--- config.mk ---
export PLATFORM = sky130hd
export DESIGN_NAME = pi_control_regs
export DESIGN_NICKNAME = d
export VERILOG_FILES = /design/src/rtl/pet_pkg.sv /design/src/rtl/pi_control_regs.sv
export SDC_FILE = /design/constraint.sdc
export NUM_CORES = 1
export LEC_CHECK = 0
export BUFFER_PORTS_ARGS = -buffer_cell sky130_fd_sc_hd__buf_2
export CAP_MARGIN = 20
export CORE_AREA = 4 4 41 43
export DETAILED_ROUTE_END_ITERATION = 8
export DIE_AREA = 0 0 45 47
export GPL_TIMING_DRIVEN = 0
export HOLD_SLACK_MARGIN = 0.1
export PLACE_DENSITY_LB_ADDON = 0.08
export SLEW_MARGIN = 20
export SYNTH_ARGS = -nofsm -noshare
export SYNTH_HDL_FRONTEND = slang
export SYNTH_SLANG_ARGS = --single-unit
--- constraint.sdc ---
create_clock -name clk_bus_i -period 1.1 [get_ports clk_bus_i]
set_input_delay 0.055 -clock clk_bus_i [delete_from_list [all_inputs] [get_ports clk_bus_i]]
set_output_delay 0.055 -clock clk_bus_i [all_outputs]
set_load 0.01 [all_outputs]
--- src/rtl/pet_pkg.sv ---
package pet_pkg;

    // Bus cycle, one CPU cycle is eight bus clocks
    localparam int CYCLE_PHASES = 8;
    localparam int PHASE_W      = $clog2(CYCLE_PHASES);

    typedef logic [PHASE_W-1:0] phase_t;

    localparam phase_t PI_SLOT_PHASE      = 3'd1;  // Host access runs here
    localparam phase_t CPU_SLOT_PHASE     = 3'd7;  // CPU access commits here
    localparam phase_t CPU_CLK_HIGH_PHASE = 3'd4;  // First phase with clk_cpu high
    localparam phase_t CPU_DATA_PHASE     = 3'd0;  // CPU read data lands at end of this phase

    // Memory map
    localparam logic [15:0] VRAM_BASE       = 16'h8000;
    localparam logic [15:0] VRAM_LIMIT      = 16'h8FFF;
    localparam logic [15:0] ROM_BASE        = 16'h9000;
    localparam logic [15:0] IO_BASE         = 16'hE800;
    localparam logic [15:0] IO_LIMIT        = 16'hE8FF;
    localparam logic [15:0] PIA1_BASE       = 16'hE810;
    localparam logic [15:0] PIA2_BASE       = 16'hE820;
    localparam logic [15:0] VIA_BASE        = 16'hE840;
    localparam logic [15:0] DEV_BLOCK_MASK  = 16'hFFF0;  // Each chip decodes 16 bytes
    localparam int          RAM_DEPTH       = 65536;

    // PIA register offsets
    localparam logic [1:0] PIA_PORT_A = 2'd0;  // Keyboard row select
    localparam logic [1:0] PIA_PORT_B = 2'd2;  // Keyboard column read

    // Host register space
    localparam int         KBD_ROWS        = 10;
    localparam logic [3:0] REG_CTRL_OFFSET = 4'hF;
    localparam logic [7:0] CTRL_RESET_VAL  = 8'h01;  // CPU in reset, not ready
    localparam int         CTRL_RES_BIT    = 0;
    localparam int         CTRL_READY_BIT  = 1;

    typedef enum logic [1:0] {
        SLOT_IDLE,
        SLOT_PI,
        SLOT_CPU
    } bus_slot_e;

    typedef enum logic [2:0] {
        DEV_RAM,
        DEV_VRAM,
        DEV_ROM,
        DEV_PIA1,
        DEV_PIA2,
        DEV_VIA,
        DEV_IO_OTHER
    } dev_sel_e;

endpackage

--- src/rtl/pi_control_regs.sv ---
`timescale 1ns/1ps

module pi_control_regs (
    input  logic        clk_bus_i,
    input  logic        reset_i,
    input  logic        reg_wr_i,
    input  logic [3:0]  reg_addr_i,
    input  logic [7:0]  reg_data_i,
    output logic        cpu_res_o,     // 1 = CPU held in reset
    output logic        cpu_ready_o,   // 0 = CPU halted
    output logic [7:0]  ctrl_rd_o      // Readback for the host
);

    logic [7:0] ctrl_q;
    logic       ctrl_wr;

    assign ctrl_wr = reg_wr_i && (reg_addr_i == pet_pkg::REG_CTRL_OFFSET);

    always_ff @(posedge clk_bus_i) begin
        if (reset_i) begin
            ctrl_q <= pet_pkg::CTRL_RESET_VAL;   // Hold CPU until the host releases it
        end else if (ctrl_wr) begin
            ctrl_q <= reg_data_i;                // Spare bits kept for readback
        end
    end

    assign cpu_res_o   = ctrl_q[pet_pkg::CTRL_RES_BIT];
    assign cpu_ready_o = ctrl_q[pet_pkg::CTRL_READY_BIT];
    assign ctrl_rd_o   = ctrl_q;

endmodule

Word level (Yosys, flattened, before mapping)
Cells that the tools add are included.
{"block": "classes", "reduce_logical": 1, "bitwise_logic": 0, "mul": 0, "add_sub_neg": 0, "div_mod_pow": 0, "muxes": 0, "order_cmp": 0, "eq_ne": 1, "shift": 0}
{"cell": "== test 4 bit, second input constant", "count": 1}
{"cell": "logical AND 1 bit", "count": 1}
{"block": "totals", "rom_bits": 0, "memories": 0, "latch_bits": 0, "register_bits": 8, "elab_cells": 3, "ramBits": 0, "output_inout_bits": 10}

Longest topological paths before layout
{"block": "logic_depth", "ltp_word": 2, "mapped_depth": 3, "depth_no_buf": 3}

Least setup slack after synthesis
No wires, ideal clock.
{"block": "synth_timing", "kind": "register -> register", "start": "reg, netlist name ctrl_rd_o[0]", "end": "reg ctrl_q[0], in the netlist ctrl_rd_o[0]", "slack_ps": 496, "stages_incl_launch_ff": 3, "arrival_time_ps": 481, "setup_ps": 123, "required_time_ps": 977, "path_cell_list": "dfxtp_1 -> nor2_1 -> mux2i_1"}
{"element": "end signal: assignment", "line": "pi_control_regs.sv:21", "rtl": "ctrl_q <= pet_pkg::CTRL_RESET_VAL;"}
{"element": "end signal: assignment", "line": "pi_control_regs.sv:23", "rtl": "ctrl_q <= reg_data_i;"}
{"element": "end: declaration", "line": "pi_control_regs.sv:14", "rtl": "logic [7:0] ctrl_q;"}

Final worst setup path
{"block": "layout_timing", "start": "reg ctrl_q[0], in the netlist ctrl_rd_o[0]", "end": "out ctrl_rd_o[0]"}
{"element": "end: declaration", "line": "pi_control_regs.sv:11", "rtl": "output logic [7:0] ctrl_rd_o"}
No word-level cell between the ends.

==> results.txt <==
The run finished with clean final reports. The floorplan step set the die height to 47 microns. In the finished design, the share of the clock period the worst path needs comes to 78.4%.

The tightest min-delay check is of the in -> reg type. Leftover overflow at the end of global routing: 0. After detailed routing, the average wire length per cell comes to 9.69 microns. The top cell type by area accounts for 40.3% of the synthesized area. The tools report the post-route met1 wirelength as 385 microns. The run gives 8 as the CTS sink count. Max-cap violations in this run came to 0. For the pin with the worst max-slew slack, the measured transition is 0.201 ns.

The Yosys step of the flow raised 0 warnings. Yosys mapped a number of flops with a built-in enable equal to 0. TritonCTS built the clock tree. For the synthesized instance count, the log shows 38.

The number of clock buffers inserted by TritonCTS came out at 3. The per-instance average area after synthesis was 10.5 sq um. The logs give 2 for the number of buffers on the longest clock path and 9.34% for the overall track demand over capacity in global routing. Hold timing on the final database bottoms out at a slack of 0.167 ns. The worst-case IR drop observed on VDD is 0.000507 V. The detailed router finished its first iteration with 2 violations. Summing the sequential cell areas from Yosys gives 40.3% of the chip area. Dividing total power by cell area gives a power density of 945 mW/mm^2.

For this configuration, the core starts out at a cell density of 30.6%. The number of hold-slack violations in the final timing report was 0; the critical path data arrival time was 0.81 ns. The critical setup path kind was reg -> out. Setup repair after global routing left no endpoint under its margin. Most common cell in the netlist: nand2b_1. Signal routing reaches up to met3. The worst slew margin relative to its limit came out at 86.6%.

The synthesis-stage register bit count was 8. The logs give 397 microns for the met2 wirelength from detailed routing and 1.04 ns for the required time at the worst-slack endpoint. The count of filler cells inserted in the layout came out at 133. The run gives 0.000303 uW as the reported leakage power. The tools report the area of the die as 0.00212 sq mm.

The via-per-instance ratio was 4.15; the die width was 45 microns. The number of global-route vias before repair is 335. The final setup skew is 0 ns.

The worst path needs 0.862 ns of the cycle, external delays included. The clock latency reported for the late side of the worst-skew pair came out at 0.24 ns. The cell area after technology mapping is 398 sq um.

After clock tree synthesis, the flow added hold-fix buffers numbering 8. In this run the register-to-register setup slack is 0.50 ns. STA classifies the critical path endpoint as a primary output. At the end of the flow, the number of nets in the layout was 90. The count of H-tree levels built during CTS was 1. By count the netlist is led by 14 x nand2b_1, 8 x dfxtp_1, 8 x mux2i_1. The run gives 0 as the initial antenna violation count. The logs give 853 microns for the total detailed-routing wirelength and 0 for the number of diodes.

The count of input and output buffers is 24, and the total via count in the routed design is 365. Summed over all nets, wire length on met3 after detailed routing comes to 71 microns. In the post-synthesis netlist, the biggest area contributors are dfxtp_1 40%, nand2b_1 22%, mux2i_1 20%, nor2_8 5.0%, buf_4 3.8%.

The tools report the max-slew violation total from the final report as 0. In this run, distinct cell masters in the synthesized netlist total 9. The logs give 2 for the number of iterations in the first detailed-routing pass and 0 for the post-detailed-route DRC marker count. The maximum number of pins on one net before global-route repair was 11; the post-CTS setup buffer count was 0. The run gives 53 as the synthesized netlist net count. For this run, the leading register cell type out of synthesis is dfxtp_1. The count of cells in the finished layout, fillers not included, comes to 88. Derived from the worst setup path, the maximum achievable clock frequency is 1160 MHz.

The peak fanout along the critical path was 3; the number of ports placed on the die boundary was 25. The cell sitting at the root of the clock tree is a clkbuf_4. After synthesis, the share of flip-flops with an asynchronous set or reset is 0%. The region available for standard cell placement spans 0.00130 sq mm. The placement row count is 13, and the number of flip-flops under the largest register name is 8. Of the cells placed in the final design, the portion with a size suffix greater than 1 is 45.2%. STA classifies the critical path startpoint as a register. Clock-pin slew was measured on the worst setup and hold paths at 0.05 ns.

The logs give 617 microns for the total half-perimeter wirelength after legalization and detailed placement and 0.555 for the global placer's final weighted congestion. After routing, the total negative slack on setup checks comes to 0 ns. The post-cts gate resize count is 0. dfxtp_1 takes more of the synthesized area than any other cell. The first global-routing pass estimated 1390 microns of wire. The placed instance count came out at 77. Final number of setup-violating endpoints: 0. Compared with the post-synthesis result, the final layout area differs by 60.7%.

The count of nets left with antenna violations once routing finished came out at 0.
[worst paths after layout]
| check | from | endpoint | cells after the start |
|---|---|---|---|
| hold / removal | reset_i | ctrl_rd_o[2] | 3 |
| setup / recovery | ctrl_rd_o[0] | ctrl_rd_o[0] | 2 |
| setup reg to reg | ctrl_rd_o[0] | ctrl_rd_o[0] | 2 |
| hold reg to reg | ctrl_rd_o[2] | ctrl_rd_o[2] | 2 |
[routing by layer]
| metal | track usage [%] | up-vias |
|---|---|---|
| met2 | 14.7 | 15 |
| li1 | - | 193 |
| met4 | 3.51 | 0 |
| met3 | 4.60 | 0 |
| met1 | 11.0 | 157 |
| met5 | 0 | - |
[layout make-up]
type / instances / area (sq um) / share of cell area, %
Clock buffer: 3 / 22.5 / 3.52
Timing Repair Buffer: 32 / 200 / 31.3
Tap cell: 15 / 18.8 / 2.94
Buffer: 3 / 26.3 / 4.11
Multi-Input combinational cell: 27 / 211 / 33.1
Sequential cell: 8 / 160 / 25.0
[worst max-delay path, cell delays in order (launching register included)]
cell	delay [ns]
dfxtp_1	0.32
buf_4	0.13
buf_2	0.13
[cells by family after synthesis]
group | Yosys count | share of synthesized area (%)
DFF | 8 | 40.3
muxes | 8 | 20.1
buffers and inverters | 3 | 6.60
and+or+nand+nor | 19 | 33.0
[per-stage QoR]
step	setup WS [ns]	instance area (sq um)	power, uW	utilization (%)
6_report	0.238	639	604	49.1
5_1_grt	0.192	639	650	49.1
4_1_cts	0.223	639	618	49.1
3_5_place_dp	0.339	537	375	41.3
3_3_place_gp	0.345	537	375	41.3
2_1_floorplan	0.496	398	339	-
[power breakdown]
part / internal [uW] / switching (uW)
combinational: 60.1 / 33.8
sequential: 294 / 1.86
clock: 124 / 90.1
[cell usage in the layout (no fill, tap or decap), drive strengths merged]
cell type	n
dfxtp	8
buf	27
nand2b	14
nor2	3
mux2i	8
nand2	1
nand3	1
dlygate4sd3	8
clkbuf	3
No activity file was read; power rests on OpenSTA's default activity.
