$ cat src/rtl/pet_pkg.sv
package pet_pkg;

    // Bus cycle, one CPU cycle is eight bus clocks
    localparam int CYCLE_PHASES = 8;
    localparam int PHASE_W      = $clog2(CYCLE_PHASES);

    typedef logic [PHASE_W-1:0] phase_t;

    localparam phase_t PI_SLOT_PHASE      = 3'd1;  // Host access runs here
    localparam phase_t CPU_SLOT_PHASE     = 3'd7;  // CPU access commits here
    localparam phase_t CPU_CLK_HIGH_PHASE = 3'd4;  // First phase with clk_cpu high
    localparam phase_t CPU_DATA_PHASE     = 3'd0;  // CPU read data lands at end of this phase

    // Memory map
    localparam logic [15:0] VRAM_BASE       = 16'h8000;
    localparam logic [15:0] VRAM_LIMIT      = 16'h8FFF;
    localparam logic [15:0] ROM_BASE        = 16'h9000;
    localparam logic [15:0] IO_BASE         = 16'hE800;
    localparam logic [15:0] IO_LIMIT        = 16'hE8FF;
    localparam logic [15:0] PIA1_BASE       = 16'hE810;
    localparam logic [15:0] PIA2_BASE       = 16'hE820;
    localparam logic [15:0] VIA_BASE        = 16'hE840;
    localparam logic [15:0] DEV_BLOCK_MASK  = 16'hFFF0;  // Each chip decodes 16 bytes
    localparam int          RAM_DEPTH       = 65536;

    // PIA register offsets
    localparam logic [1:0] PIA_PORT_A = 2'd0;  // Keyboard row select
    localparam logic [1:0] PIA_PORT_B = 2'd2;  // Keyboard column read

    // Host register space
    localparam int         KBD_ROWS        = 10;
    localparam logic [3:0] REG_CTRL_OFFSET = 4'hF;
    localparam logic [7:0] CTRL_RESET_VAL  = 8'h01;  // CPU in reset, not ready
    localparam int         CTRL_RES_BIT    = 0;
    localparam int         CTRL_READY_BIT  = 1;

    typedef enum logic [1:0] {
        SLOT_IDLE,
        SLOT_PI,
        SLOT_CPU
    } bus_slot_e;

    typedef enum logic [2:0] {
        DEV_RAM,
        DEV_VRAM,
        DEV_ROM,
        DEV_PIA1,
        DEV_PIA2,
        DEV_VIA,
        DEV_IO_OTHER
    } dev_sel_e;

endpackage

$ cat src/rtl/keyboard_matrix.sv
`timescale 1ns/1ps

module keyboard_matrix (
    input  logic               clk_bus_i,
    input  logic               reset_i,
    input  logic               reg_wr_i,       // Host register write
    input  logic [3:0]         reg_addr_i,     // Row number for host writes
    input  logic [7:0]         reg_data_i,     // Row bits with 0 for a key down
    input  logic [1:0]         cpu_addr_i,     // PIA register offset
    input  logic               cpu_rw_ni,
    input  logic [7:0]         cpu_data_i,
    input  pet_pkg::dev_sel_e  dev_i,
    input  logic               cpu_commit_i,   // CPU bus data valid
    output logic               kbd_hit_o,      // CPU is reading port B
    output logic [7:0]         kbd_data_o
);

    logic [7:0] rows_q [pet_pkg::KBD_ROWS];  // Matrix state from the host
    logic [3:0] row_sel_q;                   // Last row written to port A
    logic       row_wr;
    logic       sel_wr;

    assign row_wr = reg_wr_i && (reg_addr_i < 4'(pet_pkg::KBD_ROWS));
    assign sel_wr = cpu_commit_i
                 && (dev_i == pet_pkg::DEV_PIA1)
                 && !cpu_rw_ni
                 && (cpu_addr_i == pet_pkg::PIA_PORT_A);

    always_ff @(posedge clk_bus_i) begin
        if (reset_i) begin
            for (int i = 0; i < pet_pkg::KBD_ROWS; i++) begin
                rows_q[i] <= 8'hFF;                  // No key pressed
            end
            row_sel_q <= 4'd0;
        end else begin
            if (row_wr) begin
                rows_q[reg_addr_i] <= reg_data_i;
            end
            if (sel_wr) begin
                row_sel_q <= cpu_data_i[3:0];        // Upper bits drive other PIA lines
            end
        end
    end

    // Intercept every CPU read of port B
    assign kbd_hit_o = (dev_i == pet_pkg::DEV_PIA1)
                    && cpu_rw_ni
                    && (cpu_addr_i == pet_pkg::PIA_PORT_B);

    always_comb begin
        if (row_sel_q < 4'(pet_pkg::KBD_ROWS)) begin
            kbd_data_o = rows_q[row_sel_q];
        end else begin
            kbd_data_o = 8'hFF;                      // Unused select lines
        end
    end

endmodule

$ cat config.mk
export PLATFORM = sky130hd
export DESIGN_NAME = keyboard_matrix
export DESIGN_NICKNAME = d
export VERILOG_FILES = /design/src/rtl/pet_pkg.sv /design/src/rtl/keyboard_matrix.sv
export SDC_FILE = /design/constraint.sdc
export NUM_CORES = 1
export LEC_CHECK = 0
export BUFFER_PORTS_ARGS = -buffer_cell sky130_fd_sc_hd__buf_2
export CAP_MARGIN = 20
export CELL_PAD_IN_SITES_DETAIL_PLACEMENT = 1
export CELL_PAD_IN_SITES_GLOBAL_PLACEMENT = 2
export CORE_MARGIN = 3
export CORE_UTILIZATION = 44
export DETAILED_ROUTE_END_ITERATION = 6
export GPL_TIMING_DRIVEN = 0
export MAX_ROUTING_LAYER = met4
export PLACE_DENSITY_LB_ADDON = 0.1
export SYNTH_ARGS = -nofsm -noshare
export SYNTH_HDL_FRONTEND = slang
export SYNTH_SLANG_ARGS = --single-unit
$ cat constraint.sdc
create_clock -name clk_bus_i -period 2.3 [get_ports clk_bus_i]
set_input_delay 0.115 -clock clk_bus_i [delete_from_list [all_inputs] [get_ports clk_bus_i]]
set_output_delay 0.115 -clock clk_bus_i [all_outputs]
set_load 0.05 [all_outputs]
After elaboration in Yosys (flattened, before gate mapping)
Memory sizes are Yosys's and may differ from the RTL's. A register that Yosys moved wholly into a read port is not among the register bits.
Cells that the tools add are included.
{ "op_classes": {"magnitude_cmp": 2, "n_eq_ne": 2, "mux": 11, "n_reduce_logical": 9} }
{ "op_table": {"columns": ["cell", "n"], "rows": [
  ["$mux W8", 2],
  ["$mux W4", 3],
  ["$lt A4 B4 Y1 const B", 2],
  ["$reduce_or A8 Y1", 1],
  ["$logic_and A1 B1 Y1", 6],
  ["$mux W1", 6],
  ["$eq A3 B2 Y1 const B", 1],
  ["$eq A2 B2 Y1 const B", 1],
  ["$logic_not A2 Y1", 1],
  ["$logic_not A1 Y1", 1]
]} }
{ "word_totals": {"ff_bits": 4, "ram_bits": 80, "input_bits": 30, "out_inout_bits": 9, "elab_cells": 26, "n_memories": 1} }
{ "mem_list": {"columns": ["memory", "depth", "width", "rd", "rd_clocked_by_memory_dff", "write_ports", "line_no", "source"], "rows": [
  ["rows_q", 10, 8, 1, 1, 10, "keyboard_matrix.sv:18", "logic [7:0] rows_q [pet_pkg::KBD_ROWS];"]
]} }

Longest topological paths before layout
{ "logic_depth": {"ltp_word": 7, "ltp_mapped": 5} }

Worst setup path before layout
No wires, ideal clock.
{ "synth_path": {"path_type": "flip-flop to output port", "start": "register (tool-made name)", "end": "output port kbd_data_o[6]", "t_arrival_ns": 1.778, "required_ns": 2.185, "slack_ns": 0.407, "path_stages_with_launch": 6, "n_path_buf": 2, "path_cell_list": "dfxtp_1 buf_2 buf_2 mux2_2 o221ai_1 o211ai_1"} }
{ "synth_lines": {"columns": ["element", "line_no", "source"], "rows": [
  ["end, declared", "keyboard_matrix.sv:15", "output logic [7:0] kbd_data_o"]
]} }

==> results.sh <==
export IMPL_cp_slowest_stage_delay_ns=0.34
export IMPL_fp_dieArea_um2=14800
export IMPL_fin_crit_ns=2.18
export IMPL_peakVddDrop_uv=489
export IMPL_cts_htree_levels=4
export IMPL_finalSetupViolations=0
export IMPL_synth_top_area_share_pct=65.3
export IMPL_clock_tree_buffer_depth=2
export IMPL_syn2layout_area_growth_pct=23.7
export IMPL_end_kind="output pin"
export IMPL_hold_slack_ns=0.0145
export IMPL_synth_ff_type="edfxtp_1"
export IMPL_layout_commonest_cell="edfxtp_1"
export IMPL_power_w=0.00625
export IMPL_synth_edf_count=128
export IMPL_viasPerCell=5.24
export IMPL_die_y_um=122
export IMPL_n_antenna_cell=0
export IMPL_cts_root_buf="clkbuf_16"
export IMPL_numClockSinks=136
export IMPL_cts_tree="built"
export IMPL_synth_cells=391
export IMPL_postRouteAntennaNets=0
export IMPL_num_vias=3570
export IMPL_hold_path_class="in2reg"
export IMPL_synth_area_leaders="edfxtp_1, mux2_2, nand2_1"
export IMPL_drtIter0Drc=243
export IMPL_yosysTopAreaCell="edfxtp_1"
export IMPL_fp_coreArea_um2=12900
export IMPL_synth_cell_types=43
export IMPL_status="completed"
export IMPL_ys_seq_area_share_pct=68.0
export IMPL_crit_slowest_cell="mux2_2"
export IMPL_initial_core_util_pct=45.7
export IMPL_fin_nets=526
export IMPL_yosys_warnings=0
export IMPL_wirelength_um=14600
export IMPL_worst_ep_required_time_ns=2.18
export IMPL_io_pins=39
export IMPL_fill_cells=1282
export IMPL_relSlewSlack_pct=37.4
export IMPL_p_leak_nw=2.52
export IMPL_crit_type="reg2out"
export IMPL_startpoint_type="flip-flop"
export IMPL_crit_fanout=10
export IMPL_grt_util_all_layers_pct=21.7
export IMPL_cts_buffers=17
export IMPL_reg2reg_setup_slack_ns=1.59
export IMPL_grt_max_degree=17
export IMPL_clk_pin_slew_worst_paths_ns=0.05
export IMPL_max_freq_mhz=458
export IMPL_cp_cell_sequence="buf_6 -> buf_12 -> mux2_2 -> a221oi_1 -> o211ai_1 -> buf_2"
export IMPL_drt_pass1_iter_count=4
export IMPL_power_density_nw_per_um2=858
export IMPL_placed_area_um2=6440
export IMPL_drc_errors=0
export IMPL_routedWlPerCell_um=21.5
export IMPL_final_area_um2=7280
export IMPL_antenna_found_initial=0
export IMPL_dp_hpwl_um=9840
export IMPL_port_buffers=32
export IMPL_rsz0062_at_grt="no"
export IMPL_rows=41
export IMPL_avgSynthCellArea_um2=15.1
export IMPL_layout_drive_gt1_share_pct=32.6
export IMPL_drv_slew=0
export IMPL_final_hold_viol_count=0
export IMPL_tightest_slew_ns=0.935
export IMPL_ys_async_sr_fraction_pct=0
export IMPL_cap_viol_max_count=0
export IMPL_final_cell_mix="edfxtp_1, nand2_1, conb_1"
export IMPL_ys_ff_latch=136
export IMPL_syn_area_um2=5890
export IMPL_overflow=0
export IMPL_gp_congestion=0.807
export IMPL_fin_skew_ns=0.00550
export IMPL_worstPathArrival_ns=2.07
export IMPL_fp_dieW_um=122
export IMPL_clock_latency_ns=0.42
export IMPL_grt_pass1_vias=3799
export IMPL_fin_crit_sh_pct=95.0
export IMPL_grt_first_pass_wirelength_um=22100
## metal layers
metal	vias up	global-route usage [%]	share of wire (%)
li1	1661	-	-
met1	1813	25.3	41
met2	78	36.0	52
met3	18	6.27	5.3
met4	0	8.05	1.3
met5	-	-	0
## per-stage QoR
step	utilization, %	setup WS, ns	std cells	TNS, ns
floorplan	-	0.407	438	0
global placement	50.0	-0.0388	642	-0.305
detailed placement	50.0	-0.0608	642	-0.478
CTS	55.9	0.00843	676	0
global route	56.5	0.0175	681	0
finish	56.5	0.116	681	0
## layout make-up
class | count | area [µm²] | area share [%]
plain buffers | 15 | 131 | 1.80
clock buffers | 18 | 429 | 5.89
clock inverters | 14 | 228 | 3.13
inverters | 8 | 30.0 | 0.412
multi-input cells | 276 | 1990 | 27.3
flip-flops and latches | 136 | 4010 | 55.0
well taps | 172 | 215 | 2.96
repair buffers | 42 | 255 | 3.51
## path summary, 6_finish.rpt
path	start	end	cells after the start
worst max-delay path	flip-flop	kbd_data_o[3]	6
worst min-delay path	cpu_data_i[2]	flip-flop	3
worst max register to register	row_sel_q[2]	row_sel_q[2]	2
worst min register to register	row_sel_q[0]	flip-flop	2
## where the power goes
part           leakage [nW]  switching (W)  internal [W]  total [W]
logic                 0.849       0.000201      0.000112   0.000313
clock network         0.319        0.00102       0.00202    0.00304
registers              1.35      0.0000400       0.00285    0.00289
total                  2.52        0.00126       0.00499    0.00625
## state kept, by name (all words and copies together) (netlist names), named ones only
name,cells
row_sel_q,4
rows_q,128
## repair_timing
item | CTS | global route
setup endpoints to repair | 8 | 8
buffers inserted | 2 | 5
hold buffers | 3 | 0
pin swaps | 3 | 2
gates resized for setup | 21 | 12
hold endpoints to repair | 6 | 0
## synthesized netlist by cell type (all sizes together), types with 2 or more instances
library cell	count
dfxtp	8
a21oi	4
mux4	8
nand3	4
nor2	4
edfxtp	128
nand2b	4
o22ai	8
nor3	11
o21a	2
a221oi	8
o211ai	8
nor4	2
nor3b	3
mux2	48
buf	13
inv	8
clkbuf	5
o21ai	4
nand2	81
o221ai	8
or2	10
nand4bb	2
## kinds of logic after synthesis
logic type / count (synthesis) / share of synthesized area, %
AOI/OAI and AO/OA: 43 / 5.31
buffers and inverters: 26 / 2.06
DFF: 136 / 68.0
muxes: 56 / 12.2
other: 1 / 0.0637
and+or+nand+nor: 129 / 12.3
## worst max-delay path, delay by kind of cell, from the launching register on
| family | cells | cell delay [ns] |
|---|---|---|
| multiplexers | 1 | 0.34 |
| buffers and inverters | 3 | 0.52 |
| AO/OA/AOI/OAI | 2 | 0.45 |
| flip-flops | 1 | 0.33 |
Power figures use the tool's default switching activity.
