**config.mk**
```make
export PLATFORM = sky130hd
export DESIGN_NAME = address_decoder
export DESIGN_NICKNAME = d
export VERILOG_FILES = /design/src/rtl/pet_pkg.sv /design/src/rtl/address_decoder.sv
export SDC_FILE = /design/constraint.sdc
export NUM_CORES = 1
export LEC_CHECK = 0
export BUFFER_PORTS_ARGS = -buffer_cell sky130_fd_sc_hd__buf_4
export CELL_PAD_IN_SITES_DETAIL_PLACEMENT = 1
export CELL_PAD_IN_SITES_GLOBAL_PLACEMENT = 1
export CORE_AREA = 2 2 39 41
export DETAILED_ROUTE_END_ITERATION = 10
export DIE_AREA = 0 0 41 43
export GPL_TIMING_DRIVEN = 0
export MAX_ROUTING_LAYER = met4
export PLACE_DENSITY = 0.84
export SYNTH_ARGS = -nofsm -noshare
export SYNTH_HDL_FRONTEND = slang
export SYNTH_SLANG_ARGS = --single-unit
```
**constraint.sdc**
```tcl
create_clock -name vclk -period 1.4
set_clock_uncertainty 0.15 [all_clocks]
set_input_delay 0.14 -clock vclk [all_inputs]
set_output_delay 0.14 -clock vclk [all_outputs]
set_load 0.005 [all_outputs]
```
**src/rtl/pet_pkg.sv**
```systemverilog
package pet_pkg;

    // Bus cycle, one CPU cycle is eight bus clocks
    localparam int CYCLE_PHASES = 8;
    localparam int PHASE_W      = $clog2(CYCLE_PHASES);

    typedef logic [PHASE_W-1:0] phase_t;

    localparam phase_t PI_SLOT_PHASE      = 3'd1;  // Host access runs here
    localparam phase_t CPU_SLOT_PHASE     = 3'd7;  // CPU access commits here
    localparam phase_t CPU_CLK_HIGH_PHASE = 3'd4;  // First phase with clk_cpu high
    localparam phase_t CPU_DATA_PHASE     = 3'd0;  // CPU read data lands at end of this phase

    // Memory map
    localparam logic [15:0] VRAM_BASE       = 16'h8000;
    localparam logic [15:0] VRAM_LIMIT      = 16'h8FFF;
    localparam logic [15:0] ROM_BASE        = 16'h9000;
    localparam logic [15:0] IO_BASE         = 16'hE800;
    localparam logic [15:0] IO_LIMIT        = 16'hE8FF;
    localparam logic [15:0] PIA1_BASE       = 16'hE810;
    localparam logic [15:0] PIA2_BASE       = 16'hE820;
    localparam logic [15:0] VIA_BASE        = 16'hE840;
    localparam logic [15:0] DEV_BLOCK_MASK  = 16'hFFF0;  // Each chip decodes 16 bytes
    localparam int          RAM_DEPTH       = 65536;

    // PIA register offsets
    localparam logic [1:0] PIA_PORT_A = 2'd0;  // Keyboard row select
    localparam logic [1:0] PIA_PORT_B = 2'd2;  // Keyboard column read

    // Host register space
    localparam int         KBD_ROWS        = 10;
    localparam logic [3:0] REG_CTRL_OFFSET = 4'hF;
    localparam logic [7:0] CTRL_RESET_VAL  = 8'h01;  // CPU in reset, not ready
    localparam int         CTRL_RES_BIT    = 0;
    localparam int         CTRL_READY_BIT  = 1;

    typedef enum logic [1:0] {
        SLOT_IDLE,
        SLOT_PI,
        SLOT_CPU
    } bus_slot_e;

    typedef enum logic [2:0] {
        DEV_RAM,
        DEV_VRAM,
        DEV_ROM,
        DEV_PIA1,
        DEV_PIA2,
        DEV_VIA,
        DEV_IO_OTHER
    } dev_sel_e;

endpackage

```
**src/rtl/address_decoder.sv**
```systemverilog
`timescale 1ns/1ps

module address_decoder (
    input  logic [15:0]        cpu_addr_i,
    output pet_pkg::dev_sel_e  dev_o,
    output logic [15:0]        mem_addr_o   // RAM address after VRAM mirroring
);

    logic       in_vram;   // $8000-$8FFF
    logic       in_io;     // $E800-$E8FF
    logic       in_rom;    // Write-protected space
    logic [15:0] block;    // Address of the 16-byte chip window

    assign in_vram = (cpu_addr_i >= pet_pkg::VRAM_BASE) && (cpu_addr_i <= pet_pkg::VRAM_LIMIT);
    assign in_io   = (cpu_addr_i >= pet_pkg::IO_BASE) && (cpu_addr_i <= pet_pkg::IO_LIMIT);
    assign in_rom  = (cpu_addr_i >= pet_pkg::ROM_BASE) && !in_io;
    assign block   = cpu_addr_i & pet_pkg::DEV_BLOCK_MASK;

    always_comb begin
        if (in_io) begin
            if (block == pet_pkg::PIA1_BASE) begin
                dev_o = pet_pkg::DEV_PIA1;     // Keyboard PIA
            end else if (block == pet_pkg::PIA2_BASE) begin
                dev_o = pet_pkg::DEV_PIA2;
            end else if (block == pet_pkg::VIA_BASE) begin
                dev_o = pet_pkg::DEV_VIA;
            end else begin
                dev_o = pet_pkg::DEV_IO_OTHER; // Rest of the I/O page
            end
        end else if (in_vram) begin
            dev_o = pet_pkg::DEV_VRAM;
        end else if (in_rom) begin
            dev_o = pet_pkg::DEV_ROM;
        end else begin
            dev_o = pet_pkg::DEV_RAM;
        end
    end

    // 40-column PET has 1 KB of video RAM, seen four times across the window
    always_comb begin
        if (in_vram) begin
            mem_addr_o = {cpu_addr_i[15:12], 2'b00, cpu_addr_i[9:0]};
        end else begin
            mem_addr_o = cpu_addr_i;
        end
    end

endmodule

```
# [Yosys cells after proc, flatten, opt, wreduce, memory -nomap -nowiden]
# Cells that the tools add are included.
[word_totals] regBits=0 input_bits=16 output_inout_bits=19 word_cells=19
[op_classes] magnitude_cmp=5 n_eq_ne=3 muxes=7 n_reduce_logical=4
[op_table] op="$ge 16x16->1 const B" count=3
[op_table] op="$eq 12x12->1 const B" count=3
[op_table] op="$le 16x16->1 const B" count=2
[op_table] op="$mux 12" count=1
[op_table] op="$mux 2" count=4
[op_table] op="$mux 3" count=2
[op_table] op="$logic_and 1x1->1" count=3
[op_table] op="$logic_not 1->1" count=1

# [Longest topological paths before layout]
# Gate-level depths: netlist of run 1.
[depth] word_depth=7 mapped_depth=3 mapped_depth_nobuf=3

# [Worst setup path after synthesis of run 1]
# OpenSTA, ideal clock, no wires.
[synth_path] path_type="input -> output" startpoint="input cpu_addr_i[8]" endpoint="output dev_o[0]" t_arrival_ns=0.865 required_time_ns=1.110 slack_ns=0.245 stages=3 path_buffers=0 cell_sequence="nor4b_2 -> nand4_1 -> o41ai_2"
[synth_via] elab_chain_len=5 elab_cells_between_ends=14 cone_classes="order compare (4); eq/ne (3); mux (5); reduce/logical (2)"
[synth_lines] item="from (decl)" line_no="address_decoder.sv:4" rtl="input logic [15:0] cpu_addr_i,"
[synth_lines] item="parallel branches: the longest is 4 deep, another holds $ge 16x16->1"
[synth_lines] item="$mux 3 *" line_no="address_decoder.sv:20" rtl="if (in_io) begin"
[synth_lines] item="to (decl)" line_no="address_decoder.sv:5" rtl="output pet_pkg::dev_sel_e dev_o,"
# Every way passes the cells marked *.

# [Final worst setup path of run 1]
[layout_path] startpoint="input cpu_addr_i[10]" endpoint="output dev_o[0]"
# The elaborated chain is that of the path after synthesis.

==> results.yml, run 1 <==
drt:
  drt-wirelength-per-cell_um: 10.28
  drtIter0Drc: 0
  drt_first_pass_iters: 1
  antenna_left: 0
  drc: 0
  vias_per_cell: 3.827
  routed-via-count: 287
  routed_wl_um: 771
placement:
  portBuffers: 31
  routabilityCongestion: 0.6712
  place_area_um2: 473.0
  dp_slack_ns: -0.1224
power:
  power_mw: 0.1391
  p_per_area_mw_per_mm2: 273.9
  power.leakage_nw: 0.2691
  ir_drop_v: 0.00009279
grt:
  grt_pass1_wl_um: 1166
  grt_use_total: 0.09110
  grt_pass1_vias: 290
  antenna_found_initial: 0
  overflow: 0
  grt_max_degree: 5
timing:
  maxSlewHeadroom: 0.8223
  tightest_slew_ns: 0.2629
  finalHoldViolCount: 0
  fin_crit_sh: 1.014
  final-setup-viol-count: 1
  max_freq_ghz: 0.7042
  rsz0062_at_grt: "true"
  finalMaxSlewViolations: 0
  fin_ws_ns: -0.02005
  min_period_ns: 1.420
yosys:
  ys_warn_count: 0
  avgSynthCellArea_um2: 7.865
  syn_inst: 28
  synth.cell_area_um2: 220.2
  netlist.area_leader.share: 0.4773
  synth.most_common_cell: "buf_4"
  synth_area_leader_cell: "buf_4"
  synthesis.nets: 44
  netlist_top_cells_area: "buf_4 48%, nor2b_1 8.5%, nor4b_1 8.0%, xnor2_1 8.0%, o41ai_2 7.4%"
  netlist_top_cells_count: "14 x buf_4, 3 x nor2b_1, 2 x nor4b_1, 2 x xnor2_1"
  ys_types: 11
  ys_seq_area_frac: 0
floorplanning:
  io_pins: 35
  die_w_um: 41
  core_area_mm2: 0.001384
  initial_core_util: 0.1591
  die_h_um: 43
  row_count: 14
  dieArea_mm2: 0.001763
worst_hold_path:
  min_path_type: "in -> out"
setup_path:
  crit_type: "in -> out"
  cp_data_required_time_ns: 1.11
  worst_setup_path_end_kind: "output pin"
  cp-start-kind: "primary input"
  cp_data_arrival_time_ns: 1.13
  cp_max_fo: 3
finish:
  postLayoutCellArea_um2: 508.0
  seqCellArea_um2: 0
  utilization: 0.3671
  fill_cells: 172
  nClkBuffers: 0
  flops_and_latches: 0
  antenna_cells: 0
  drive_gt1_frac: 0.8136
  fin_nets: 77
  syn2layout_area_growth_pct: 130.7
outcome:
  violations: "setup timing"
  status: "finished, violations left"
run:
  drv_cap: 0
-- report_power, final --
group          leakage [nW]  internal (mW)  switching (mW)
Clock                     0              0               0
Sequential                0              0               0
Combinational         0.269         0.0940          0.0452
Total                 0.269         0.0940          0.0452
-- cell usage in the layout (no fill, tap or decap), drive strengths merged --
cell type / synthesis / final
o41ai: 1 / 1
o211a: 1 / 1
nor2: 1 / 1
nand4: 1 / 1
xnor2: 2 / 2
buf: 14 / 45
inv: 1 / 1
nor4b: 3 / 3
or3: 1 / 1
nor2b: 3 / 3
-- cell families (layout without fill, tap and decap cells) --
family                 after synthesis  in the layout  share of synthesized area
AO/OA/AOI/OAI                        2              2                     0.1193
XOR/XNOR                             2              2                    0.07956
buffers and inverters               15             46                     0.4943
AND/OR/NAND/NOR                      9              9                     0.3068
-- critical path: stages --
cell and delay, ns:
buf_6 0.10, nor4b_4 0.25, nand4_1 0.19, o41ai_2 0.30
buf_4 0.15
-- per-stage QoR --
step / TNS (ns) / hold WS (ns) / cells
after floorplan: 0 / 0.1888 / 28
after global placement: -0.1770 / 0.2957 / 75
after detailed placement: -0.2012 / 0.2972 / 75
after CTS: -0.07014 / 0.2972 / 75
after global routing: -0.1006 / 0.3022 / 75
final: -0.02005 / 0.2962 / 75
-- cell type report --
| class | instances | area, um2 | share of cell area |
|---|---|---|---|
| inverters | 1 | 3.754 | 0.007389 |
| repair buffers | 31 | 244.0 | 0.4803 |
| plain buffers | 14 | 105.1 | 0.2069 |
| multi-input cells | 13 | 135.1 | 0.2660 |
| well taps | 16 | 20.02 | 0.03941 |
-- layer usage --
metal,GRT usage,share of wire
met3,0,0.071
met4,0,0
met1,0.08544,0.30
met5,-,0
met2,0.1938,0.63
-- path summary, 6_finish.rpt --
check | end | cells after the start | startpoint
setup / recovery | dev_o[0] | 5 | cpu_addr_i[10]
hold / removal | mem_addr_o[1] | 2 | cpu_addr_i[1]
-- timing repair --
item	CTS	global route
endpoints found under the setup margin	2	2
resized for setup	4	2
hold buffers	0	0
buffers inserted	0	0
pin swaps	3	2
Power figures use the tool's default switching activity.
==> run 2: changes to the inputs <==
--- a/config.mk
+++ b/config.mk
@@ -11,7 +11,6 @@
 export CORE_AREA = 2 2 39 41
 export DETAILED_ROUTE_END_ITERATION = 10
 export DIE_AREA = 0 0 41 43
-export GPL_TIMING_DRIVEN = 0
 export MAX_ROUTING_LAYER = met4
 export PLACE_DENSITY = 0.84
 export SYNTH_ARGS = -nofsm -noshare
==> results.yml, run 2 (synthesized netlist as in run 1, its figures left out) <==
outcome:
  status: "finished, violations left"
  violations: "setup timing"
finish:
  syn2layout_area_growth_pct: 70.45
  seqCellArea_um2: 0
  fill_cells: 174
  antenna_cells: 0
  flops_and_latches: 0
  final_common_cell: "buf_4"
  layout_common_cells: "25 x buf_4, 3 x nor2b_1, 2 x xnor2_1, 2 x buf_6"
  nClkBuffers: 0
  fin_nets: 60
  drive_gt1_frac: 0.7381
  utilization: 0.2712
timing:
  worst_hold_slack_ns: 0.1300
  fin_crit_sh: 1.020
  final-setup-viol-count: 1
  finalMaxSlewViolations: 0
  maxSlewHeadroom: 0.8225
  fin_ws_ns: -0.02799
  min_period_ns: 1.428
  finalHoldViolCount: 0
  rsz0062_at_grt: "true"
  tightest_slew_ns: 0.2656
  max_freq_ghz: 0.7003
drt:
  routed-via-count: 226
  drtIter0Drc: 0
  drt_first_pass_iters: 1
  drc: 0
  antenna_left: 0
  drt-wirelength-per-cell_um: 9.914
  vias_per_cell: 3.897
  routed_wl_um: 575
setup_path:
  crit_type: "in -> out"
  cp-start-kind: "primary input"
  worst_setup_path_end_kind: "output pin"
  startpoint: "cpu_addr_i[8]"
  cp_data_arrival_time_ns: 1.14
  cp_data_required_time_ns: 1.11
  cp_max_fo: 3
power:
  combPwrFrac: 1.000
  p_per_area_mw_per_mm2: 261.5
  switching_power_mw: 0.03430
  pwr-share-clk: 0
  power.leakage_nw: 0.1840
  ir_drop_v: 0.00007303
  power_frac_seq: 0
  switching_share: 0.3494
  p_int_mw: 0.06386
placement:
  portBuffers: 27
  routabilityCongestion: 0.6965
grt:
  grt_use_total: 0.06448
  grt_pass1_vias: 212
  grt_pass1_wl_um: 869
  overflow: 0
  antenna_found_initial: 0
  grt_max_degree: 5
clock_network:
  ctsHoldBuffers: 0
  cts_setup_buffers: 0
worst_hold_path:
  hold_path_depth: 0
  hold_start: "cpu_addr_i[0]"
  min_path_type: "in -> out"
  min_to: "mem_addr_o[0]"
run:
  drv_cap: 0
floorplanning:
  io_pins: 35
  initial_core_util: 0.1591
  dieArea_mm2: 0.001763
  die_w_um: 41
  core_area_mm2: 0.001384
  row_count: 14
  die_h_um: 43
[run 2: cell types whose count changed in the layout (fill, tap and decap cells not counted), sizes merged]
cell and change:
buf -17
[run 2: area by class of cell]
type | count | area [um2] | area share
Tap cell | 16 | 20.02 | 0.05333
Timing Repair Buffer | 28 | 225.2 | 0.6000
Inverter | 1 | 3.754 | 0.01000
Multi-Input combinational cell | 13 | 126.4 | 0.3367
[run 2: metrics by stage]
stage / setup slack (ns) / total power, mW / area, um2 / std cells / TNS (ns)
global route: -0.1063 / 0.1062 / 375.4 / 58 / -0.1193
floorplan: 0.2453 / 0.04980 / 220.2 / 28 / 0
finish: -0.02799 / 0.09817 / 375.4 / 58 / -0.02799
detailed placement: -0.09998 / 0.09064 / 345.3 / 58 / -0.1224
CTS: -0.08800 / 0.09597 / 361.6 / 58 / -0.08800
global placement: -0.07561 / 0.08947 / 345.3 / 58 / -0.07561
[run 2: worst max path at each step]
| stage | end | slack, ns | cells after the start |
|---|---|---|---|
| floorplan | dev_o[0] | 0.25 | 3 |
| global route | dev_o[0] | -0.11 | 5 |
| global placement | dev_o[0] | -0.08 | 5 |
| CTS | dev_o[0] | -0.09 | 5 |
| finish | dev_o[0] | -0.03 | 5 |
| detailed placement | dev_o[0] | -0.1 | 5 |
[run 2: power groups by stage]
stage / registers (mW) / logic (mW) / clock network [mW]
2_1_floorplan: 0 / 0.0498 / 0
3_3_place_gp: 0 / 0.0895 / 0
3_5_place_dp: 0 / 0.0906 / 0
4_1_cts: 0 / 0.0960 / 0
5_1_grt: 0 / 0.106 / 0
6_report: 0 / 0.0982 / 0
[run 2: layer usage]
layer,track usage,share of wire
met5,-,0
met4,0,0
met3,0.005236,0.097
met2,0.1063,0.55
met1,0.08861,0.35
[run 2: repair_timing]
| action | in CTS | in global routing |
|---|---|---|
| setup endpoints to repair | 2 | 2 |
| pin swaps | 3 | 4 |
| resized for setup | 3 | 3 |
[run 2: critical path: stages]
cell and delay (ns):
buf_8 0.10, nor4b_4 0.25, nand4_1 0.19, o41ai_2 0.31, buf_4 0.15
