[config.mk]
export PLATFORM = sky130hd
export DESIGN_NAME = bus_timing_flat
export DESIGN_NICKNAME = d
export VERILOG_FILES = /design/src/rtl/pet_pkg.sv /design/src/rtl/pet_mem_if.sv /design/src/rtl/bus_timing.sv /design/src/flat_wrapper.sv
export SDC_FILE = /design/constraint.sdc
export NUM_CORES = 1
export LEC_CHECK = 0
export BUFFER_PORTS_ARGS = -buffer_cell sky130_fd_sc_hd__buf_2
export CAP_MARGIN = 5
export CELL_PAD_IN_SITES_DETAIL_PLACEMENT = 0
export CELL_PAD_IN_SITES_GLOBAL_PLACEMENT = 1
export CORE_MARGIN = 2
export CORE_UTILIZATION = 31
export CTS_BUF_LIST = sky130_fd_sc_hd__clkbuf_16
export DETAILED_ROUTE_END_ITERATION = 16
export GPL_TIMING_DRIVEN = 0
export PLACE_DENSITY = 0.83
export RECOVER_POWER = 100
export SYNTH_ARGS = -nofsm -noshare
export SYNTH_HDL_FRONTEND = slang
export SYNTH_SLANG_ARGS = --single-unit
export TNS_END_PERCENT = 20
[constraint.sdc]
create_clock -name clk_bus_i -period 3.1 [get_ports clk_bus_i]
set_clock_uncertainty 0.2 [all_clocks]
set_input_delay 0.155 -clock clk_bus_i [delete_from_list [all_inputs] [get_ports clk_bus_i]]
set_output_delay 0.155 -clock clk_bus_i [all_outputs]
set_load 0.01 [all_outputs]
[src/rtl/pet_pkg.sv]
package pet_pkg;

    // Bus cycle, one CPU cycle is eight bus clocks
    localparam int CYCLE_PHASES = 8;
    localparam int PHASE_W      = $clog2(CYCLE_PHASES);

    typedef logic [PHASE_W-1:0] phase_t;

    localparam phase_t PI_SLOT_PHASE      = 3'd1;  // Host access runs here
    localparam phase_t CPU_SLOT_PHASE     = 3'd7;  // CPU access commits here
    localparam phase_t CPU_CLK_HIGH_PHASE = 3'd4;  // First phase with clk_cpu high
    localparam phase_t CPU_DATA_PHASE     = 3'd0;  // CPU read data lands at end of this phase

    // Memory map
    localparam logic [15:0] VRAM_BASE       = 16'h8000;
    localparam logic [15:0] VRAM_LIMIT      = 16'h8FFF;
    localparam logic [15:0] ROM_BASE        = 16'h9000;
    localparam logic [15:0] IO_BASE         = 16'hE800;
    localparam logic [15:0] IO_LIMIT        = 16'hE8FF;
    localparam logic [15:0] PIA1_BASE       = 16'hE810;
    localparam logic [15:0] PIA2_BASE       = 16'hE820;
    localparam logic [15:0] VIA_BASE        = 16'hE840;
    localparam logic [15:0] DEV_BLOCK_MASK  = 16'hFFF0;  // Each chip decodes 16 bytes
    localparam int          RAM_DEPTH       = 65536;

    // PIA register offsets
    localparam logic [1:0] PIA_PORT_A = 2'd0;  // Keyboard row select
    localparam logic [1:0] PIA_PORT_B = 2'd2;  // Keyboard column read

    // Host register space
    localparam int         KBD_ROWS        = 10;
    localparam logic [3:0] REG_CTRL_OFFSET = 4'hF;
    localparam logic [7:0] CTRL_RESET_VAL  = 8'h01;  // CPU in reset, not ready
    localparam int         CTRL_RES_BIT    = 0;
    localparam int         CTRL_READY_BIT  = 1;

    typedef enum logic [1:0] {
        SLOT_IDLE,
        SLOT_PI,
        SLOT_CPU
    } bus_slot_e;

    typedef enum logic [2:0] {
        DEV_RAM,
        DEV_VRAM,
        DEV_ROM,
        DEV_PIA1,
        DEV_PIA2,
        DEV_VIA,
        DEV_IO_OTHER
    } dev_sel_e;

endpackage

[src/rtl/pet_mem_if.sv]
`timescale 1ns/1ps

interface pet_mem_if;

    logic        en;       // One access per strobe
    logic        we;       // 1 = write, 0 = read
    logic [15:0] addr;
    logic [7:0]  wr_data;
    logic [7:0]  rd_data;  // Registered, valid the cycle after en

    modport arbiter (
        output en,
        output we,
        output addr,
        output wr_data,
        input  rd_data
    );

    modport ram (
        input  en,
        input  we,
        input  addr,
        input  wr_data,
        output rd_data
    );

endinterface

[src/rtl/bus_timing.sv]
`timescale 1ns/1ps

module bus_timing (
    input  logic               clk_bus_i,     // One tick per bus phase
    input  logic               reset_i,
    input  logic               pi_valid_i,    // Single-cycle host strobe
    input  logic [16:0]        pi_addr_i,     // Bit 16 selects register space
    input  logic [7:0]         pi_data_i,
    input  logic               pi_rw_ni,      // 1 = host read, 0 = host write
    output logic               pi_done_o,     // Pulses in phase 2
    output logic [7:0]         pi_rd_data_o,  // Valid with pi_done_o
    input  logic [15:0]        cpu_addr_i,
    input  logic               cpu_rw_ni,     // 1 = CPU read, 0 = CPU write
    input  logic [7:0]         cpu_data_i,
    output logic [7:0]         cpu_data_o,
    output logic               clk_cpu_o,     // Phi2, high in phases 4 to 7
    input  pet_pkg::dev_sel_e  dev_i,
    input  logic [15:0]        mem_addr_i,    // Mirrored RAM address for the CPU
    input  logic               kbd_hit_i,
    input  logic [7:0]         kbd_data_i,
    input  logic [7:0]         io_data_i,
    input  logic [7:0]         ctrl_rd_i,
    output logic               reg_wr_o,
    output logic [3:0]         reg_addr_o,
    output logic [7:0]         reg_data_o,
    output logic               pia1_cs_o,
    output logic               pia2_cs_o,
    output logic               via_cs_o,
    pet_mem_if.arbiter         mem
);

    pet_pkg::phase_t    phase_q;       // Position within the CPU cycle
    pet_pkg::bus_slot_e slot;          // Owner of the current phase
    logic               pending_q;     // Host request waiting for its slot
    logic [16:0]        pi_addr_q;
    logic [7:0]         pi_data_q;
    logic               pi_rw_q;
    logic               cpu_ram_dev;   // CPU address is backed by RAM
    logic               cpu_rd_q;      // Committed CPU access was a read
    logic               cpu_rd_ram_q;  // Read data comes from RAM
    logic [7:0]         cpu_alt_q;     // Keyboard or I/O byte held for phase 0

    assign clk_cpu_o   = (phase_q >= pet_pkg::CPU_CLK_HIGH_PHASE);
    assign cpu_ram_dev = dev_i inside {pet_pkg::DEV_RAM, pet_pkg::DEV_VRAM, pet_pkg::DEV_ROM};

    always_comb begin
        if (pending_q && (phase_q == pet_pkg::PI_SLOT_PHASE)) begin
            slot = pet_pkg::SLOT_PI;
        end else if (phase_q == pet_pkg::CPU_SLOT_PHASE) begin
            slot = pet_pkg::SLOT_CPU;
        end else begin
            slot = pet_pkg::SLOT_IDLE;
        end
    end

    // RAM port and register write mux
    always_comb begin
        mem.en      = 1'b0;
        mem.we      = 1'b0;
        mem.addr    = pi_addr_q[15:0];
        mem.wr_data = pi_data_q;
        reg_wr_o    = 1'b0;
        case (slot)
            pet_pkg::SLOT_PI: begin
                if (!pi_addr_q[16]) begin
                    mem.en = 1'b1;          // Host may write ROM space too
                    mem.we = !pi_rw_q;
                end else begin
                    reg_wr_o = !pi_rw_q;    // Register reads need no strobe
                end
            end
            pet_pkg::SLOT_CPU: begin
                mem.addr    = mem_addr_i;
                mem.wr_data = cpu_data_i;
                mem.en      = cpu_ram_dev;
                mem.we      = cpu_ram_dev && !cpu_rw_ni && (dev_i != pet_pkg::DEV_ROM);
            end
            default: begin
            end
        endcase
    end

    assign reg_addr_o = pi_addr_q[3:0];
    assign reg_data_o = pi_data_q;

    // Register space reads back zero except the control register
    assign pi_rd_data_o = !pi_addr_q[16] ? mem.rd_data :
                          (pi_addr_q[3:0] == pet_pkg::REG_CTRL_OFFSET) ? ctrl_rd_i : 8'h00;

    always_ff @(posedge clk_bus_i) begin
        if (reset_i) begin
            phase_q   <= '0;
            pending_q <= 1'b0;
            pi_done_o <= 1'b0;
            cpu_rd_q  <= 1'b0;
        end else begin
            phase_q   <= phase_q + 1'b1;                 // Wraps after phase 7
            pi_done_o <= (slot == pet_pkg::SLOT_PI);     // Read data arrives in phase 2
            if (slot == pet_pkg::SLOT_PI) begin
                pending_q <= 1'b0;
            end else if (pi_valid_i) begin
                pending_q <= 1'b1;
            end
            if (slot == pet_pkg::SLOT_CPU) begin
                cpu_rd_q <= cpu_rw_ni;
            end else if (phase_q == pet_pkg::CPU_DATA_PHASE) begin
                cpu_rd_q <= 1'b0;
            end
        end
    end

    always_ff @(posedge clk_bus_i) begin
        if (pi_valid_i && !pending_q) begin
            pi_addr_q <= pi_addr_i;
            pi_data_q <= pi_data_i;
            pi_rw_q   <= pi_rw_ni;
        end
        if (slot == pet_pkg::SLOT_CPU) begin
            cpu_rd_ram_q <= cpu_ram_dev && !kbd_hit_i;
            cpu_alt_q    <= kbd_hit_i ? kbd_data_i : io_data_i;  // I/O sampled at commit
        end
        if (cpu_rd_q && (phase_q == pet_pkg::CPU_DATA_PHASE)) begin
            cpu_data_o <= cpu_rd_ram_q ? mem.rd_data : cpu_alt_q;
        end
    end

    // Chip selects follow phi2, keyboard hides PIA1 port B
    assign pia1_cs_o = clk_cpu_o && (dev_i == pet_pkg::DEV_PIA1) && !kbd_hit_i;
    assign pia2_cs_o = clk_cpu_o && (dev_i == pet_pkg::DEV_PIA2);
    assign via_cs_o  = clk_cpu_o && (dev_i == pet_pkg::DEV_VIA);

    // Host must wait for pi_done_o before the next strobe
    a_no_strobe_pending: assert property (@(posedge clk_bus_i) disable iff (reset_i)
        pi_valid_i |-> !pending_q)
        else $error("host strobe while a request is pending");

    // Host and CPU slots never sit next to each other
    a_mem_en_spaced: assert property (@(posedge clk_bus_i) disable iff (reset_i)
        mem.en |=> !mem.en)
        else $error("RAM enabled in two consecutive phases");

endmodule

[src/flat_wrapper.sv]
// flat-port wrapper written by rule: the top's interface ports become plain ports
module bus_timing_flat 
  (clk_bus_i, reset_i, pi_valid_i, pi_addr_i, pi_data_i, pi_rw_ni, pi_done_o, pi_rd_data_o, cpu_addr_i, cpu_rw_ni, cpu_data_i, cpu_data_o, clk_cpu_o, dev_i, mem_addr_i, kbd_hit_i, kbd_data_i, io_data_i, ctrl_rd_i, reg_wr_o, reg_addr_o, reg_data_o, pia1_cs_o, pia2_cs_o, via_cs_o, mem_en, mem_we, mem_addr, mem_wr_data, mem_rd_data);
  pet_mem_if mem_i ();
  input  logic clk_bus_i;
  input  logic reset_i;
  input  logic pi_valid_i;
  input  logic [16:0] pi_addr_i;
  input  logic [7:0] pi_data_i;
  input  logic pi_rw_ni;
  output logic pi_done_o;
  output logic [7:0] pi_rd_data_o;
  input  logic [15:0] cpu_addr_i;
  input  logic cpu_rw_ni;
  input  logic [7:0] cpu_data_i;
  output logic [7:0] cpu_data_o;
  output logic clk_cpu_o;
  input  pet_pkg::dev_sel_e dev_i;
  input  logic [15:0] mem_addr_i;
  input  logic kbd_hit_i;
  input  logic [7:0] kbd_data_i;
  input  logic [7:0] io_data_i;
  input  logic [7:0] ctrl_rd_i;
  output logic reg_wr_o;
  output logic [3:0] reg_addr_o;
  output logic [7:0] reg_data_o;
  output logic pia1_cs_o;
  output logic pia2_cs_o;
  output logic via_cs_o;
  output wire logic [$bits(mem_i.en)-1:0] mem_en;
  output wire logic [$bits(mem_i.we)-1:0] mem_we;
  output wire logic [$bits(mem_i.addr)-1:0] mem_addr;
  output wire logic [$bits(mem_i.wr_data)-1:0] mem_wr_data;
  input wire logic [$bits(mem_i.rd_data)-1:0] mem_rd_data;
  assign mem_en = mem_i.en;
  assign mem_we = mem_i.we;
  assign mem_addr = mem_i.addr;
  assign mem_wr_data = mem_i.wr_data;
  assign mem_i.rd_data = mem_rd_data;
  bus_timing u_core (.clk_bus_i(clk_bus_i), .reset_i(reset_i), .pi_valid_i(pi_valid_i), .pi_addr_i(pi_addr_i), .pi_data_i(pi_data_i), .pi_rw_ni(pi_rw_ni), .pi_done_o(pi_done_o), .pi_rd_data_o(pi_rd_data_o), .cpu_addr_i(cpu_addr_i), .cpu_rw_ni(cpu_rw_ni), .cpu_data_i(cpu_data_i), .cpu_data_o(cpu_data_o), .clk_cpu_o(clk_cpu_o), .dev_i(dev_i), .mem_addr_i(mem_addr_i), .kbd_hit_i(kbd_hit_i), .kbd_data_i(kbd_data_i), .io_data_i(io_data_i), .ctrl_rd_i(ctrl_rd_i), .reg_wr_o(reg_wr_o), .reg_addr_o(reg_addr_o), .reg_data_o(reg_data_o), .pia1_cs_o(pia1_cs_o), .pia2_cs_o(pia2_cs_o), .via_cs_o(via_cs_o), .mem(mem_i));
endmodule
After elaboration in Yosys (flattened, before gate mapping)
Index checks and enable logic that the tools add are counted.
{"block": "classes", "reduce_logical": 19, "mux": 16, "eq_ne": 11, "add_sub_neg": 1, "order_cmp": 1}
{"operator": "$mux 8", "count": 5}
{"operator": "$mux 16", "count": 1}
{"operator": "$logic_and 1x1->1", "count": 10}
{"operator": "$eq 3x3->1 const B", "count": 3}
{"operator": "$eq 3x1->1 const B", "count": 2}
{"operator": "$eq 3x2->1 const B", "count": 2}
{"operator": "$logic_not 3->1", "count": 2}
{"operator": "$mux 1", "count": 6}
{"operator": "$eq 4x4->1 const B", "count": 1}
{"operator": "$logic_not 1->1", "count": 4}
{"operator": "$mux 2", "count": 2}
{"operator": "$pmux 1 s2", "count": 2}
{"operator": "$add 3x1->3 const B", "count": 1}
{"operator": "$ge 3x3->1 const B", "count": 1}
{"operator": "$ne 3x2->1 const B", "count": 1}
{"operator": "$reduce_bool 3->1", "count": 1}
{"operator": "$eq 2x1->1 const B", "count": 1}
{"operator": "$eq 2x2->1 const B", "count": 1}
{"operator": "$reduce_bool 2->1", "count": 1}
{"operator": "$reduce_or 2->1", "count": 1}
{"block": "word_totals", "input_bits": 106, "register_bits": 49}

Logic depth before layout (Yosys ltp)
{"block": "logic_depth", "word_depth": 5, "ltp_mapped": 6}

Worst setup path before layout
Ideal clock, no wire load.
{"block": "synth_timing", "kind": "register to register", "from": "reg u_core.pending_q", "to": "reg u_core.pi_addr_q[0] (enable)", "period_less_slack_ns": 2.148, "stages_incl_launch_ff": 2, "path_slack_ns": 0.952, "required_time_ns": 2.488, "arrival_time_ns": 1.536, "path_cell_list": "dfxtp_1 -> nor2b_1"}
{"block": "synth_between", "elab_chain_cells": 2}
{"item": "from (decl)", "line": "bus_timing.sv:34", "rtl": "logic pending_q;"}
{"item": "from (signal assigned)", "line": "bus_timing.sv:93", "rtl": "pending_q <= 1'b0;"}
{"item": "from (signal assigned)", "line": "bus_timing.sv:100", "rtl": "pending_q <= 1'b0;"}
{"item": "from (signal assigned)", "line": "bus_timing.sv:102", "rtl": "pending_q <= 1'b1;"}
{"item": "$logic_not 1->1", "line": "bus_timing.sv:113", "rtl": "if (pi_valid_i && !pending_q) begin"}
{"item": "$logic_and 1x1->1", "line": "bus_timing.sv:113"}
{"item": "to (signal assigned)", "line": "bus_timing.sv:114", "rtl": "pi_addr_q <= pi_addr_i;"}
{"item": "to (decl)", "line": "bus_timing.sv:35", "rtl": "logic [16:0] pi_addr_q;"}
Every way passes these cells.
A chain may end at the register's enable or synchronous reset.

Worst setup path after layout
{"block": "layout_timing", "from": "reg u_core.phase_q[0]", "to": "out mem_addr[9]"}
{"block": "layout_between", "elab_chain_cells": 5, "word_cells_on_any_way": 7, "cone_classes": "eq/ne (3); mux (3); reduce/logical (1)"}
{"item": "from (decl)", "line": "bus_timing.sv:32", "rtl": "pet_pkg::phase_t phase_q;"}
{"item": "from (signal assigned)", "line": "bus_timing.sv:97", "rtl": "phase_q <= phase_q + 1'b1;"}
{"item": "$eq 3x3->1 or $eq 3x1->1 (tied branches)", "line": "bus_timing.sv:49, bus_timing.sv:47"}
{"item": "$mux 2 or $logic_and 1x1->1 (tied branches)", "line": "bus_timing.sv:49, bus_timing.sv:47"}
{"item": "$mux 2 *", "line": "bus_timing.sv:47", "rtl": "if (pending_q && (phase_q == pet_pkg::PI_SLOT_PHASE)) begin"}
{"item": "$eq 2x2->1 *", "line": "bus_timing.sv:63", "rtl": "case (slot)"}
{"item": "$mux 16 *", "line": "bus_timing.sv:63"}
{"item": "to (decl)", "line": "flat_wrapper.sv:32", "rtl": "output wire logic [$bits(mem_i.addr)-1:0] mem_addr;"}
Mark *: on every way between the ends. The rest lies on a longest branch, timed or not.

==> impl_metrics.yaml <==
global_routing:
  grt_pass1_wl_um: 9540
  grt_pass1_vias: 2036
  antenna_found_initial: 0
  gr-total-overflow: 0
  grt_max_degree: 21
  global_route.usage.total: 0.146
drt:
  vias: 2010
  via_per_inst: 4.45
  drtPass1Iterations: 4
  ant_nets: 0
  route.detailed.drc: 0
  wl_um: 6320
  wl_per_cell_um: 14.0
  drtIter0Drc: 66
floorplan:
  dieWidth_um: 91.1
  dieArea_mm2: 0.00829
  core_area_mm2: 0.00729
  initial_core_util: 0.322
  rows: 31
  die_y_um: 91.1
  io_pins: 166
logic_synthesis:
  synth_compound_area_frac: 0.0479
  ys_seq_elements: 49
  postSynthCellCount: 143
  synth_cell_types: 32
  synthAdderAreaFrac: 0.0213
  synth_top_family_by_area: "multiplexers"
  synthFlopType: "edfxtp_1"
  ys_warn_count: 0
  ys_seq_area_frac: 0.601
  yosys-mux-area-fraction: 0.220
  synthXorXnorAreaFrac: 0
  syn_avg_cell_area_um2: 16.4
  synth-simple-area-share: 0.0655
  syn_nets: 253
  netlist_area_mm2: 0.00235
  synth_async_sr_flop_share: 0
  synth_edf_count: 43
layout:
  fillCellCount: 692
  regArea_mm2: 0.00141
  design_area_mm2: 0.00380
  area_growth_syn_to_layout_pct: 61.7
  drive_above_1_share: 0.433
  final_cells: 452
  final_nets: 462
  diodes: 0
  multiInputGateArea_um2: 818
critical_path:
  worst-path-buf-inv: 2
  arrival_ps: 2230
  critPathCaptureType: "output port"
  cpMaxStageDelayCell: "dfxtp_1"
  crit_type: "reg2out"
  cp_top_family: "simple AND/OR/NAND/NOR gates"
  cp_max_fo: 10
  start_kind: "flop"
  worstPathCellList: "ha_1 > nand3b_1 > nand2_8 > clkbuf_2 > mux2_1 > buf_2"
  slowest_delay_ps: 380
  worstPathRequired_ps: 2740
timing:
  setup_slack_ps: 516
  slew_headroom: 0.151
  fin_crit_ps: 2580
  grt_setup_unrepaired: "false"
  fin_setup_tns_ps: 0
  drv_slew: 0
  hold_viol: 0
  hold_ws_ps: 28.9
  tightestPinTransition_ps: 1270
  max_freq_mhz: 387
  setup_viol: 0
  period_share: 0.834
place:
  portBuffers: 148
  hpwl_um: 4570
  placed_cell_area_mm2: 0.00323
  gp_congestion: 0.711
  place_ws_ps: 877
  placedCellCount: 391
clocking:
  cts_root_buffer: "clkbuf_16"
  clk_pin_slew_worst_paths_ps: 60
  cts.sinks: 49
  cts.path.max_buffers: 2
  htree_num_levels: 2
  cts_resized: 0
  insertion_delay_ps: 280
  cts_tree: "done"
  numCtsBuffers: 5
power_and_ir_drop:
  p_leak_nw: 1.63
  vdd_ir_drop_max_v: 0.000207
  p_per_area_mw_per_mm2: 402
job:
  drv_cap: 0
min_path:
  hold_path.class: "in2reg"
status:
  status: "completed"
## cell families (layout without fill, tap and decap cells)
kind of cell,after synthesis,in the layout
AO/OA/AOI/OAI,14,14
adder cells (fa/ha/maj),4,4
buffers and inverters,15,225
flip-flops,49,49
multiplexers,40,40
AND/OR/NAND/NOR,21,21
## cell usage in the layout (no fill, tap or decap), drive strengths merged, types with 2 or more instances in the layout
| master | instances |
|---|---|
| nand3 | 2 |
| dfxtp | 6 |
| dlygate4sd3 | 53 |
| nor3 | 3 |
| mux2 | 40 |
| nand2 | 2 |
| a22o | 8 |
| inv | 7 |
| buf | 102 |
| edfxtp | 43 |
| clkbuf | 60 |
| nor2b | 3 |
| nor2 | 4 |
| ha | 4 |
## registers in the layout, indices dropped and copies added, names as in the netlist, 3 cells and up
name	cells
u_core.cpu_alt_q	8
u_core.cpu_data_o	8
u_core.phase_q	3
u_core.pi_addr_q	17
u_core.reg_data_o	8
## metal layers
layer / vias up / routed length, µm / global-route usage
met2: 76 / 3580 / 0.281
li1: 968 / - / -
met1: 952 / 2330 / 0.159
met4: 0 / 127 / 0.0530
met3: 14 / 281 / 0.0257
met5: - / 0 / 0
## Yosys cell counts, drive strengths merged (2+ instances only)
library cell,number,share of area
nand2,2,0.010
nor2,4,0.0064
mux2,40,0.22
a22o,8,0.030
edfxtp,43,0.55
nor2b,3,0.0080
clkbuf,2,0.0032
buf,6,0.028
inv,5,0.0080
ha,4,0.021
nand3,2,0.0043
dfxtp,6,0.051
nor3,3,0.0064
## through the flow
stage / power [W] / util
after CTS: 0.00156 / 0.535
after global routing: 0.00160 / 0.521
after global placement: 0.000976 / 0.441
after detailed placement: 0.000985 / 0.443
final: 0.00153 / 0.521
after floorplan: 0.000873 / -
## cell type report
cell class	instances	area share
buffer	9	0.0175
clock buffer	5	0.0329
clock inverter	3	0.00395
inverter	6	0.00593
multi-input combinational	79	0.215
sequential	49	0.372
tap	99	0.0326
timing repair buffer	202	0.320
## timing repair
action                                  CTS  global route
hold buffers                             53             0
endpoints found under the setup margin    0             0
hold endpoints to repair                 48             0
buffers inserted                          0             0
## final timing paths
path	start	endpoint	slack, ps	cells after the start
worst min-delay path	dev_i[2]	u_core.cpu_rd_ram_q	30	2
worst max register to register	u_core.pending_q	u_core.pi_addr_q[1]	710	2
worst min register to register	u_core.phase_q[0]	u_core.phase_q[0]	270	1
worst max-delay path	u_core.phase_q[0]	mem_addr[9]	520	6
## power by group
group | internal (W) | leakage (nW) | switching (W) | total (W)
sequential | 0.000749 | 0.450 | 0.0000140 | 0.000763
clock | 0.000293 | 0.0724 | 0.000222 | 0.000515
combinational | 0.000151 | 1.11 | 0.0000996 | 0.000250
No activity file was read; power rests on OpenSTA's default activity.
